==> config.mk <==
export PLATFORM = sky130hd
export DESIGN_NAME = usb_transactor
export DESIGN_NICKNAME = d
export VERILOG_FILES = /design/src/design/usb_xact_pkg.sv /design/src/design/usb_bulk_endpoint.sv /design/src/design/usb_response_arbiter.sv /design/src/design/usb_token_dispatch.sv /design/src/design/usb_transactor.sv
export SDC_FILE = /design/constraint.sdc
export NUM_CORES = 1
export LEC_CHECK = 0
export BUFFER_PORTS_ARGS = -buffer_cell sky130_fd_sc_hd__buf_2
export CAP_MARGIN = 20
export CORE_ASPECT_RATIO = 0.7
export CORE_UTILIZATION = 37
export DETAILED_ROUTE_END_ITERATION = 10
export PLACE_DENSITY_LB_ADDON = 0.15
export SYNTH_ARGS = -nofsm -noshare
export SYNTH_HDL_FRONTEND = slang
export SYNTH_SLANG_ARGS = --single-unit
==> constraint.sdc <==
create_clock -name clock -period 2.3 [get_ports clock]
set_input_delay 0.345 -clock clock [delete_from_list [all_inputs] [get_ports clock]]
set_output_delay 0.345 -clock clock [all_outputs]
set_load 0.05 [all_outputs]
==> src/design/usb_xact_pkg.sv <==
package usb_xact_pkg;

  // Bulk endpoints served, engine i answers endpoint i+1
  localparam int NUM_BULK_EP = 2;

  // Widths with a meaning on the bus
  typedef logic [6:0] usb_addr_t;
  typedef logic [3:0] usb_endp_t;
  typedef logic [7:0] usb_byte_t;

  // One bit per bulk engine
  typedef logic [NUM_BULK_EP-1:0] ep_vec_t;

  // Token PID codes as seen from the decoder
  typedef enum logic [1:0] {
    TOK_OUT   = 2'b00,
    TOK_SOF   = 2'b01,
    TOK_IN    = 2'b10,
    TOK_SETUP = 2'b11
  } tok_type_e;

  typedef enum logic [1:0] {
    HSK_ACK = 2'b00,
    HSK_NAK = 2'b10
  } hsk_type_e;

  typedef enum logic [1:0] {
    DATA0 = 2'b00,
    DATA1 = 2'b10
  } data_pid_e;

  // Per-endpoint engine states
  typedef enum logic [2:0] {
    EP_IDLE,
    EP_IN_DATA,
    EP_IN_ZERO,
    EP_IN_WAIT,
    EP_OUT_FWD,
    EP_OUT_DROP,
    EP_OUT_HSK
  } ep_state_e;

  // Decoded token, recv is a single-cycle strobe
  typedef struct packed {
    logic      recv;
    tok_type_e ttype;
    usb_addr_t addr;
    usb_endp_t endp;
  } usb_token_t;

  // Handshake, same shape in both directions
  typedef struct packed {
    logic      send;
    hsk_type_e htype;
  } usb_hsk_t;

  typedef struct packed {
    logic      tvalid;
    logic      tlast;
    usb_byte_t tdata;
  } byte_stream_t;

  // Data packet request toward the encoder
  typedef struct packed {
    logic      send;
    data_pid_e pid;
    logic      zero;
  } data_req_t;

  // What one engine asks of the shared encoder and receive path
  typedef struct packed {
    usb_hsk_t  hsk;
    data_req_t dat;
    logic      fwd;
  } ep_resp_t;

endpackage

==> src/design/usb_bulk_endpoint.sv <==
`timescale 1ns/1ps

module usb_bulk_endpoint
  import usb_xact_pkg::*;
(
  input  logic     clock,
  input  logic     reset,
  input  logic     start_i,
  input  logic     start_in_i,
  input  logic     in_ready_i,
  input  logic     out_ready_i,
  input  usb_hsk_t hsk_rx_i,
  input  logic     hsk_sent_i,
  input  logic     usb_sent_i,
  input  logic     rx_beat_i,
  input  logic     rx_last_i,
  output logic     busy_o,
  output logic     done_o,
  output ep_resp_t resp_o
);

  ep_state_e state_q;
  ep_state_e state_d;

  // DATA0/DATA1 toggle of this endpoint
  logic toggle_q;
  logic flip;

  // Handshake chosen when the OUT transfer started
  logic out_ack_q;

  logic done_q;
  logic finish;

  always_comb begin
    state_d = state_q;
    flip    = 1'b0;
    finish  = 1'b0;
    case (state_q)
      EP_IDLE: begin
        if (start_i) begin
          if (start_in_i) begin
            // Nothing to send gives a zero-length packet
            state_d = in_ready_i ? EP_IN_DATA : EP_IN_ZERO;
          end else begin
            state_d = out_ready_i ? EP_OUT_FWD : EP_OUT_DROP;
          end
        end
      end
      EP_IN_DATA, EP_IN_ZERO: begin
        if (usb_sent_i) begin
          state_d = EP_IN_WAIT;
        end
      end
      EP_IN_WAIT: begin
        // Host answer closes the IN and only ACK moves the toggle
        if (hsk_rx_i.send) begin
          state_d = EP_IDLE;
          flip    = (hsk_rx_i.htype == HSK_ACK);
          finish  = 1'b1;
        end
      end
      EP_OUT_FWD, EP_OUT_DROP: begin
        if (rx_beat_i && rx_last_i) begin
          state_d = EP_OUT_HSK;
        end
      end
      EP_OUT_HSK: begin
        if (hsk_sent_i) begin
          state_d = EP_IDLE;
          flip    = out_ack_q;
          finish  = 1'b1;
        end
      end
      default: begin
        state_d = EP_IDLE;
      end
    endcase
  end

  always_ff @(posedge clock) begin
    if (reset) begin
      state_q  <= EP_IDLE;
      toggle_q <= 1'b0;
      done_q   <= 1'b0;
    end else begin
      state_q <= state_d;
      done_q  <= finish;
      if (flip) begin
        toggle_q <= ~toggle_q;
      end
    end
  end

  // ACK when the application takes the bytes, NAK when they are dropped
  always_ff @(posedge clock) begin
    if (start_i && !start_in_i) begin
      out_ack_q <= out_ready_i;
    end
  end

  assign busy_o = (state_q != EP_IDLE);
  assign done_o = done_q;

  // Requests decode the state and stay up until the matching sent strobe
  assign resp_o.dat.send  = (state_q == EP_IN_DATA) || (state_q == EP_IN_ZERO);
  assign resp_o.dat.pid   = toggle_q ? DATA1 : DATA0;
  assign resp_o.dat.zero  = (state_q == EP_IN_ZERO);
  assign resp_o.hsk.send  = (state_q == EP_OUT_HSK);
  assign resp_o.hsk.htype = out_ack_q ? HSK_ACK : HSK_NAK;
  assign resp_o.fwd       = (state_q == EP_OUT_FWD);

  // Never a handshake and a data packet requested together
  a_one_request : assert property (
    @(posedge clock) disable iff (reset)
    !(resp_o.hsk.send && resp_o.dat.send)
  );

endmodule

==> src/design/usb_response_arbiter.sv <==
`timescale 1ns/1ps

module usb_response_arbiter
  import usb_xact_pkg::*;
(
  input  logic                           clock,
  input  logic                           reset,
  input  ep_vec_t                        ep_busy_i,
  input  ep_vec_t                        ep_done_i,
  input  ep_resp_t     [NUM_BULK_EP-1:0] ep_resp_i,
  input  byte_stream_t [NUM_BULK_EP-1:0] blk_in_i,
  input  logic                           usb_tx_tready_i,
  input  byte_stream_t                   usb_rx_i,
  input  ep_vec_t                        blk_out_tready_i,
  output ep_vec_t                        busy_o,
  output usb_hsk_t                       hsk_tx_o,
  output data_req_t                      usb_send_o,
  output byte_stream_t                   usb_tx_o,
  output ep_vec_t                        blk_in_tready_o,
  output logic                           usb_rx_tready_o,
  output byte_stream_t [NUM_BULK_EP-1:0] blk_out_o,
  output logic                           rx_beat_o,
  output logic                           rx_last_o
);

  ep_vec_t in_sel;
  ep_vec_t fwd_sel;

  always_comb begin
    hsk_tx_o = '0;
    usb_send_o = '0;
    usb_tx_o = '0;
    in_sel = '0;
    fwd_sel = '0;
    // At most one engine is busy, so an OR of masked requests selects it
    for (int i = 0; i < NUM_BULK_EP; i++) begin
      if (ep_busy_i[i]) begin
        hsk_tx_o   = hsk_tx_o | ep_resp_i[i].hsk;
        usb_send_o = usb_send_o | ep_resp_i[i].dat;
        // IN stream is live only for a packet with payload
        in_sel[i]  = ep_resp_i[i].dat.send && !ep_resp_i[i].dat.zero;
        fwd_sel[i] = ep_resp_i[i].fwd;
      end
      if (in_sel[i]) begin
        usb_tx_o = usb_tx_o | blk_in_i[i];
      end
    end
  end

  // Encoder back-pressure reaches the application without a register
  assign blk_in_tready_o = in_sel & {NUM_BULK_EP{usb_tx_tready_i}};

  always_comb begin
    for (int i = 0; i < NUM_BULK_EP; i++) begin
      blk_out_o[i].tvalid = fwd_sel[i] && usb_rx_i.tvalid;
      blk_out_o[i].tlast  = usb_rx_i.tlast;
      blk_out_o[i].tdata  = usb_rx_i.tdata;
    end
  end

  // Outside a forwarding OUT the bytes drain and are lost
  assign usb_rx_tready_o = (fwd_sel != '0) ? ((fwd_sel & blk_out_tready_i) != '0) : 1'b1;

  assign rx_beat_o = usb_rx_i.tvalid && usb_rx_tready_o;
  assign rx_last_o = usb_rx_i.tlast;

  assign busy_o = ep_busy_i;

  // Engines never overlap
  a_busy_onehot : assert property (
    @(posedge clock) disable iff (reset)
    $onehot0(ep_busy_i)
  );

  // Done pulses in the cycle where that engine drops busy
  a_done_on_fall : assert property (
    @(posedge clock) disable iff (reset)
    ep_done_i == ($past(ep_busy_i) & ~ep_busy_i)
  );

endmodule

==> src/design/usb_token_dispatch.sv <==
`timescale 1ns/1ps

module usb_token_dispatch
  import usb_xact_pkg::*;
(
  input  logic       clock,
  input  logic       reset,
  input  usb_addr_t  usb_addr_i,
  input  usb_token_t tok_i,
  input  ep_vec_t    ep_busy_i,
  output ep_vec_t    ep_start_o,
  output logic       start_in_o,
  output logic       xact_err_o
);

  ep_vec_t   start_q;
  logic      start_in_q;
  logic      err_q;

  logic      tok_hit;
  logic      tok_data;
  logic      endp_ok;
  usb_endp_t ep_idx;

  // A token counts only for our address and with every engine idle
  // A start still in flight also blocks, the engine is not busy yet
  assign tok_hit = tok_i.recv && (tok_i.addr == usb_addr_i) &&
                   (ep_busy_i == '0) && (start_q == '0);

  assign tok_data = (tok_i.ttype == TOK_IN) || (tok_i.ttype == TOK_OUT);

  // Bulk endpoints are numbered from 1
  assign endp_ok = (tok_i.endp != '0) &&
                   (tok_i.endp <= usb_endp_t'(NUM_BULK_EP));

  // Engine index of the addressed endpoint
  assign ep_idx = tok_i.endp - usb_endp_t'(1);

  always_ff @(posedge clock) begin
    if (reset) begin
      start_q <= '0;
      err_q   <= 1'b0;
    end else begin
      // Start and error are single-cycle pulses
      start_q <= '0;
      err_q   <= 1'b0;
      if (tok_hit && tok_data && endp_ok) begin
        start_q <= ep_vec_t'(1) << ep_idx;
      end
      // SETUP has no engine here, same for a bad endpoint number
      if (tok_hit && ((tok_i.ttype == TOK_SETUP) || (tok_data && !endp_ok))) begin
        err_q <= 1'b1;
      end
    end
  end

  // Direction only matters alongside a start pulse
  always_ff @(posedge clock) begin
    if (tok_hit) begin
      start_in_q <= (tok_i.ttype == TOK_IN);
    end
  end

  assign ep_start_o = start_q;
  assign start_in_o = start_in_q;
  assign xact_err_o = err_q;

  // At most one engine started, and exactly that one turns busy next
  a_start_onehot : assert property (
    @(posedge clock) disable iff (reset)
    $onehot0(ep_start_o)
  );

  a_start_busy : assert property (
    @(posedge clock) disable iff (reset)
    (ep_start_o != '0) |=> (ep_busy_i == $past(ep_start_o))
  );

endmodule

==> src/design/usb_transactor.sv <==
`timescale 1ns/1ps

module usb_transactor
  import usb_xact_pkg::*;
(
  input  logic                           clock,
  input  logic                           reset,
  input  usb_addr_t                      usb_addr_i,
  // Decoder side
  input  usb_token_t                     tok_i,
  input  usb_hsk_t                       hsk_rx_i,
  input  byte_stream_t                   usb_rx_i,
  output logic                           usb_rx_tready_o,
  // Encoder side
  output usb_hsk_t                       hsk_tx_o,
  input  logic                           hsk_sent_i,
  output data_req_t                      usb_send_o,
  input  logic                           usb_sent_i,
  output byte_stream_t                   usb_tx_o,
  input  logic                           usb_tx_tready_i,
  // Application streams, one per bulk endpoint
  input  byte_stream_t [NUM_BULK_EP-1:0] blk_in_i,
  input  ep_vec_t                        blk_in_ready_i,
  input  ep_vec_t                        blk_out_ready_i,
  output ep_vec_t                        blk_in_tready_o,
  output byte_stream_t [NUM_BULK_EP-1:0] blk_out_o,
  input  ep_vec_t                        blk_out_tready_i,
  output logic                           xact_err_o
);

  ep_vec_t                    ep_start;
  logic                       start_in;
  ep_vec_t                    ep_done;
  ep_vec_t                    ep_busy;
  ep_vec_t                    busy_to_disp;
  ep_resp_t [NUM_BULK_EP-1:0] ep_resp;
  logic                       rx_beat;
  logic                       rx_last;

  usb_token_dispatch u_usb_token_dispatch (
    .clock      (clock),
    .reset      (reset),
    .usb_addr_i (usb_addr_i),
    .tok_i      (tok_i),
    .ep_busy_i  (busy_to_disp),
    .ep_start_o (ep_start),
    .start_in_o (start_in),
    .xact_err_o (xact_err_o)
  );

  // One engine per bulk endpoint, all sharing the broadcast strobes
  for (genvar i = 0; i < NUM_BULK_EP; i++) begin : g_ep
    usb_bulk_endpoint u_usb_bulk_endpoint (
      .clock       (clock),
      .reset       (reset),
      .start_i     (ep_start[i]),
      .start_in_i  (start_in),
      .in_ready_i  (blk_in_ready_i[i]),
      .out_ready_i (blk_out_ready_i[i]),
      .hsk_rx_i    (hsk_rx_i),
      .hsk_sent_i  (hsk_sent_i),
      .usb_sent_i  (usb_sent_i),
      .rx_beat_i   (rx_beat),
      .rx_last_i   (rx_last),
      .busy_o      (ep_busy[i]),
      .done_o      (ep_done[i]),
      .resp_o      (ep_resp[i])
    );
  end

  usb_response_arbiter u_usb_response_arbiter (
    .clock            (clock),
    .reset            (reset),
    .ep_busy_i        (ep_busy),
    .ep_done_i        (ep_done),
    .ep_resp_i        (ep_resp),
    .blk_in_i         (blk_in_i),
    .usb_tx_tready_i  (usb_tx_tready_i),
    .usb_rx_i         (usb_rx_i),
    .blk_out_tready_i (blk_out_tready_i),
    .busy_o           (busy_to_disp),
    .hsk_tx_o         (hsk_tx_o),
    .usb_send_o       (usb_send_o),
    .usb_tx_o         (usb_tx_o),
    .blk_in_tready_o  (blk_in_tready_o),
    .usb_rx_tready_o  (usb_rx_tready_o),
    .blk_out_o        (blk_out_o),
    .rx_beat_o        (rx_beat),
    .rx_last_o        (rx_last)
  );

endmodule

==> flow_metrics.py <==
metrics = {
    "status": {
        "result_of_the_run": "completed",
    },
    "grt": {
        "grt_util_all_layers_pct": 17.8,
        "grt_first_pass_wirelength_um": 5800,
        "globalRouteMet3Util_pct": 4.43,
        "grt_start_max_net_pins": 20,
        "global_route.peak_usage_layer": "met1",
        "grt.overflow.total": 0,
        "grt_util_met1_pct": 26.3,
        "first_global_vias": 1223,
        "gr-usage-met2_pct": 26.1,
        "number_of_antenna_violations_at_the_first_check_in_global_routing": 0,
    },
    "layout": {
        "num_antenna_cells": 0,
        "finalNetCount": 308,
        "nFillCells": 369,
        "ratio_of_cells_with_drive_above_1_in_the_final_layout_pct": 41.0,
        "syn2layout_area_growth_pct": 22.4,
        "finish.utilization_pct": 49.3,
    },
    "clock_tree": {
        "h_tree_depth": 1,
        "cts.repair_timing.setup_buffer_count": 0,
        "cts_hold_buf": 0,
        "clock_tree.root_cell": "sky130_fd_sc_hd__clkbuf_8",
        "cts-buffers-inserted": 3,
        "postCtsResizedCells": 1,
        "insertion_delay_ns": 0.25,
        "clockBufferDepth": 2,
        "clk_pin_slew_ns": 0.06,
        "tritoncts": "yes",
        "number_of_clock_sinks_seen_by_cts": 14,
    },
    "hold_path": {
        "hold-path-cell-count": 1,
        "hold_path.class": "in -> reg",
    },
    "critical_path": {
        "crit_start": "g_ep[0].u_usb_bulk_endpoint.state_q[2]$_SDFFE_PP0P_",
        "reg2reg_depth": 5,
        "critical_path.n_buffers_inverters": 2,
        "endpoint_kind": "output port",
        "worst-endpoint-arrival_ns": 1.78,
        "critical_path_s_top_delay_family": "buffers and inverters",
        "critical_path.slowest_cell": "sky130_fd_sc_hd__nor3b_1",
        "critical_path.startpoint_type": "flop",
        "worst-endpoint-required_ns": 1.96,
        "worstPathCellList": "buf_4 > nor3b_1 > a21oi_1 > a211o_1 > buf_2",
        "rrSetupSlack_ns": 0.39,
        "slowest_delay_ns": 0.38,
        "critical_path.max_fanout": 16,
        "setup.worst_path.end": "usb_rx_tready_o",
        "criticalPathCategory": "reg -> out",
        "rr_startpoint": "g_ep[1].u_usb_bulk_endpoint.state_q[1]$_SDFFE_PP0P_",
        "timing.critical_path.depth": 5,
        "r2r-end": "g_ep[1].u_usb_bulk_endpoint.state_q[0]$_SDFFE_PP0P_",
    },
    "placement": {
        "placement.io_buffers": 79,
        "gpl.final_weighted_congestion": 0.748,
        "post-dp-hpwl_um": 3040,
    },
    "sta": {
        "totalNegativeSetupSlack_ns": 0,
        "timing.slew.headroom_pct": 55.0,
        "rsz_0062_raised_after_global_routing": "false",
        "setup_viol_count_final": 0,
        "period_needed_ns": 2.12,
        "report.final.slew_viol_count": 0,
        "timing.final.crit_share_pct": 92.2,
        "endpoints_failing_hold": 0,
        "worst_clock_skew_ns": 0.00269,
        "worst_slew_pin_slew_ns": 0.673,
        "fmax_mhz": 471,
    },
    "detailed_routing": {
        "vias": 1479,
        "drtAntennaViolNets": 0,
        "route.detailed.vias_per_inst": 5.12,
        "wl_per_cell_um": 13.1,
        "dr.first_iter.drc_count": 70,
        "drt_pass1_iterations": 4,
        "drc_errors": 0,
        "final_routed_wirelength_um": 3790,
    },
    "synth": {
        "synth.avg_cell_area_um2": 8.00,
        "main_combinational_cell_family_by_area_after_synthesis": "simple AND/OR/NAND/NOR gates",
        "synth_area_mm2": 0.00149,
        "synth.yosys.seq_area_share_pct": 20.8,
        "synth_cell_type_count": 54,
        "synth_edf_count": 3,
        "ys_async_sr_fraction_pct": 0,
        "share_of_synthesized_area_spent_on_multiplexers_pct": 1.43,
        "synth-adder-area-share_pct": 2.52,
        "synthCells": 186,
        "synth.ff_latch_count": 14,
        "yosys.area_share.xor_xnor_pct": 6.47,
        "synthDominantAreaCellType": "sky130_fd_sc_hd__dfxtp_1",
        "synth-warning-count": 0,
        "synth_top_cells_by_area": "sky130_fd_sc_hd__dfxtp_1 (15%), sky130_fd_sc_hd__buf_4 (10%), sky130_fd_sc_hd__edfxtp_1 (6.1%), sky130_fd_sc_hd__a22o_1 (5.9%), sky130_fd_sc_hd__xnor2_1 (5.3%)",
        "synth_largest_type_area_fraction_pct": 14.8,
        "compound_cell_area_share_of_the_yosys_netlist_pct": 24.4,
        "post_synthesis_share_of_cell_area_spent_on_and_or_nand_and_nor_gates_pct": 27.1,
        "synth_flop_cell": "sky130_fd_sc_hd__dfxtp_1",
    },
    "power": {
        "power.leakage_nw": 0.842,
        "finalPower_mw": 1.02,
        "power_per_cell_area_mw_per_mm2": 561,
        "power.ir.vdd_worst_v": 0.000244,
    },
    "run": {
        "timing.max_cap.violations": 0,
    },
    "floorplanning": {
        "initial_core_util_pct": 40.3,
        "chipHeight_um": 55.1,
        "fp.dieW_um": 77.8,
        "floorplan.rows": 18,
        "pin_count": 106,
        "die-area_mm2": 0.00429,
        "core_area_mm2": 0.00369,
    },
}
[worst reg2reg max path, stage by stage (launching register included)]
cell and delay, ns:
sky130_fd_sc_hd__dfxtp_1 0.69, sky130_fd_sc_hd__xnor2_1 0.22, sky130_fd_sc_hd__o311ai_4 0.36, sky130_fd_sc_hd__a31oi_1 0.07
sky130_fd_sc_hd__o21ai_1 0.12, sky130_fd_sc_hd__mux2_1 0.33
[layer usage]
layer  share of wire, %  routed length, um
met4               0.13                  5
met3                6.4                242
met5                  0                  0
met1                 52               1950
met2                 42               1590
[power by group]
group / total (mW) / switching (mW) / internal, mW
registers: 0.317 / 0.0542 / 0.263
clock network: 0.241 / 0.0896 / 0.152
logic: 0.463 / 0.288 / 0.176
total: 1.02 / 0.431 / 0.590
[state kept, by name, indices dropped and copies added (netlist names)]
register and count:
u_usb_token_dispatch.ep_start_o 2, g_ep.u_usb_bulk_endpoint.toggle_q 2, u_usb_token_dispatch.start_in_o 1, g_ep.u_usb_bulk_endpoint.out_ack_q 2
u_usb_token_dispatch.xact_err_o 1, g_ep.u_usb_bulk_endpoint.state_q 6
[cell usage in the layout, fill, tap and decap left out, drive strengths merged, types with 2 or more instances in the layout]
cell,count
and2,3
edfxtp,3
o21a,2
a32o,2
a2111oi,4
buf,83
o22ai,3
xor2,2
nand2b,4
nor3,6
inv,9
nand3,2
dfxtp,11
nor2b,8
nor2,16
a22o,10
o21ai,7
a21oi,7
and4,2
xnor2,9
or3b,2
nor4,4
nand4,2
conb,2
nand2,6
a31oi,4
clkbuf,4
ha,3
nor3b,4
[cell usage after synthesis, drive strengths merged (2+ instances only)]
cell	instances
nor2	16
xnor2	9
a2111oi	4
a21oi	7
nor4	4
nand2	6
nor2b	8
a31oi	4
clkbuf	5
buf	30
and2	3
dfxtp	11
or3b	2
a22o	10
edfxtp	3
xor2	2
and4	2
o21a	2
nand2b	4
inv	9
a32o	2
o21ai	7
nor3b	4
nand4	2
o22ai	3
nor3	6
ha	3
nand3	2
[cell families after synthesis]
kind of cell,Yosys count
compound gates,47
buf+inv,44
other cells,1
fa+ha+maj,3
simple gates,64
flops,14
mux,2
xor+xnor,11
[per-stage QoR]
stage	instance area, um2	hold slack, ns	worst slack (ns)	std cells
after floorplan	1490	0.417	0.215	187
final	1820	0.290	0.179	289
after CTS	1820	0.288	0.171	289
after global routing	1820	0.285	0.0283	289
after global placement	1760	0.531	0.261	285
after detailed placement	1760	0.534	0.161	285
[worst min-delay path by stage]
stage                                                             end                                               from
floorplan               u_usb_token_dispatch.ep_start_o[1]$_SDFF_PP0_                                           tok_i[0]
global placement    g_ep[0].u_usb_bulk_endpoint.toggle_q$_SDFFE_PP0P_  g_ep[0].u_usb_bulk_endpoint.toggle_q$_SDFFE_PP0P_
detailed placement  g_ep[0].u_usb_bulk_endpoint.toggle_q$_SDFFE_PP0P_  g_ep[0].u_usb_bulk_endpoint.toggle_q$_SDFFE_PP0P_
CTS                   g_ep[1].u_usb_bulk_endpoint.out_ack_q$_DFFE_PP_                                 blk_out_ready_i[1]
global route          g_ep[1].u_usb_bulk_endpoint.out_ack_q$_DFFE_PP_                                 blk_out_ready_i[1]
finish                g_ep[1].u_usb_bulk_endpoint.out_ack_q$_DFFE_PP_                                 blk_out_ready_i[1]
[final cells by class]
type | instances | area, um2 | share of cell area (%)
Clock buffer | 4 | 55.1 | 3.02
Inverter | 9 | 33.8 | 1.85
Timing Repair Buffer | 83 | 425 | 23.4
Multi-Input combinational cell | 129 | 933 | 51.2
Sequential cell | 14 | 312 | 17.1
Tap cell | 50 | 62.6 | 3.43
No activity file was read; power rests on OpenSTA's default activity.
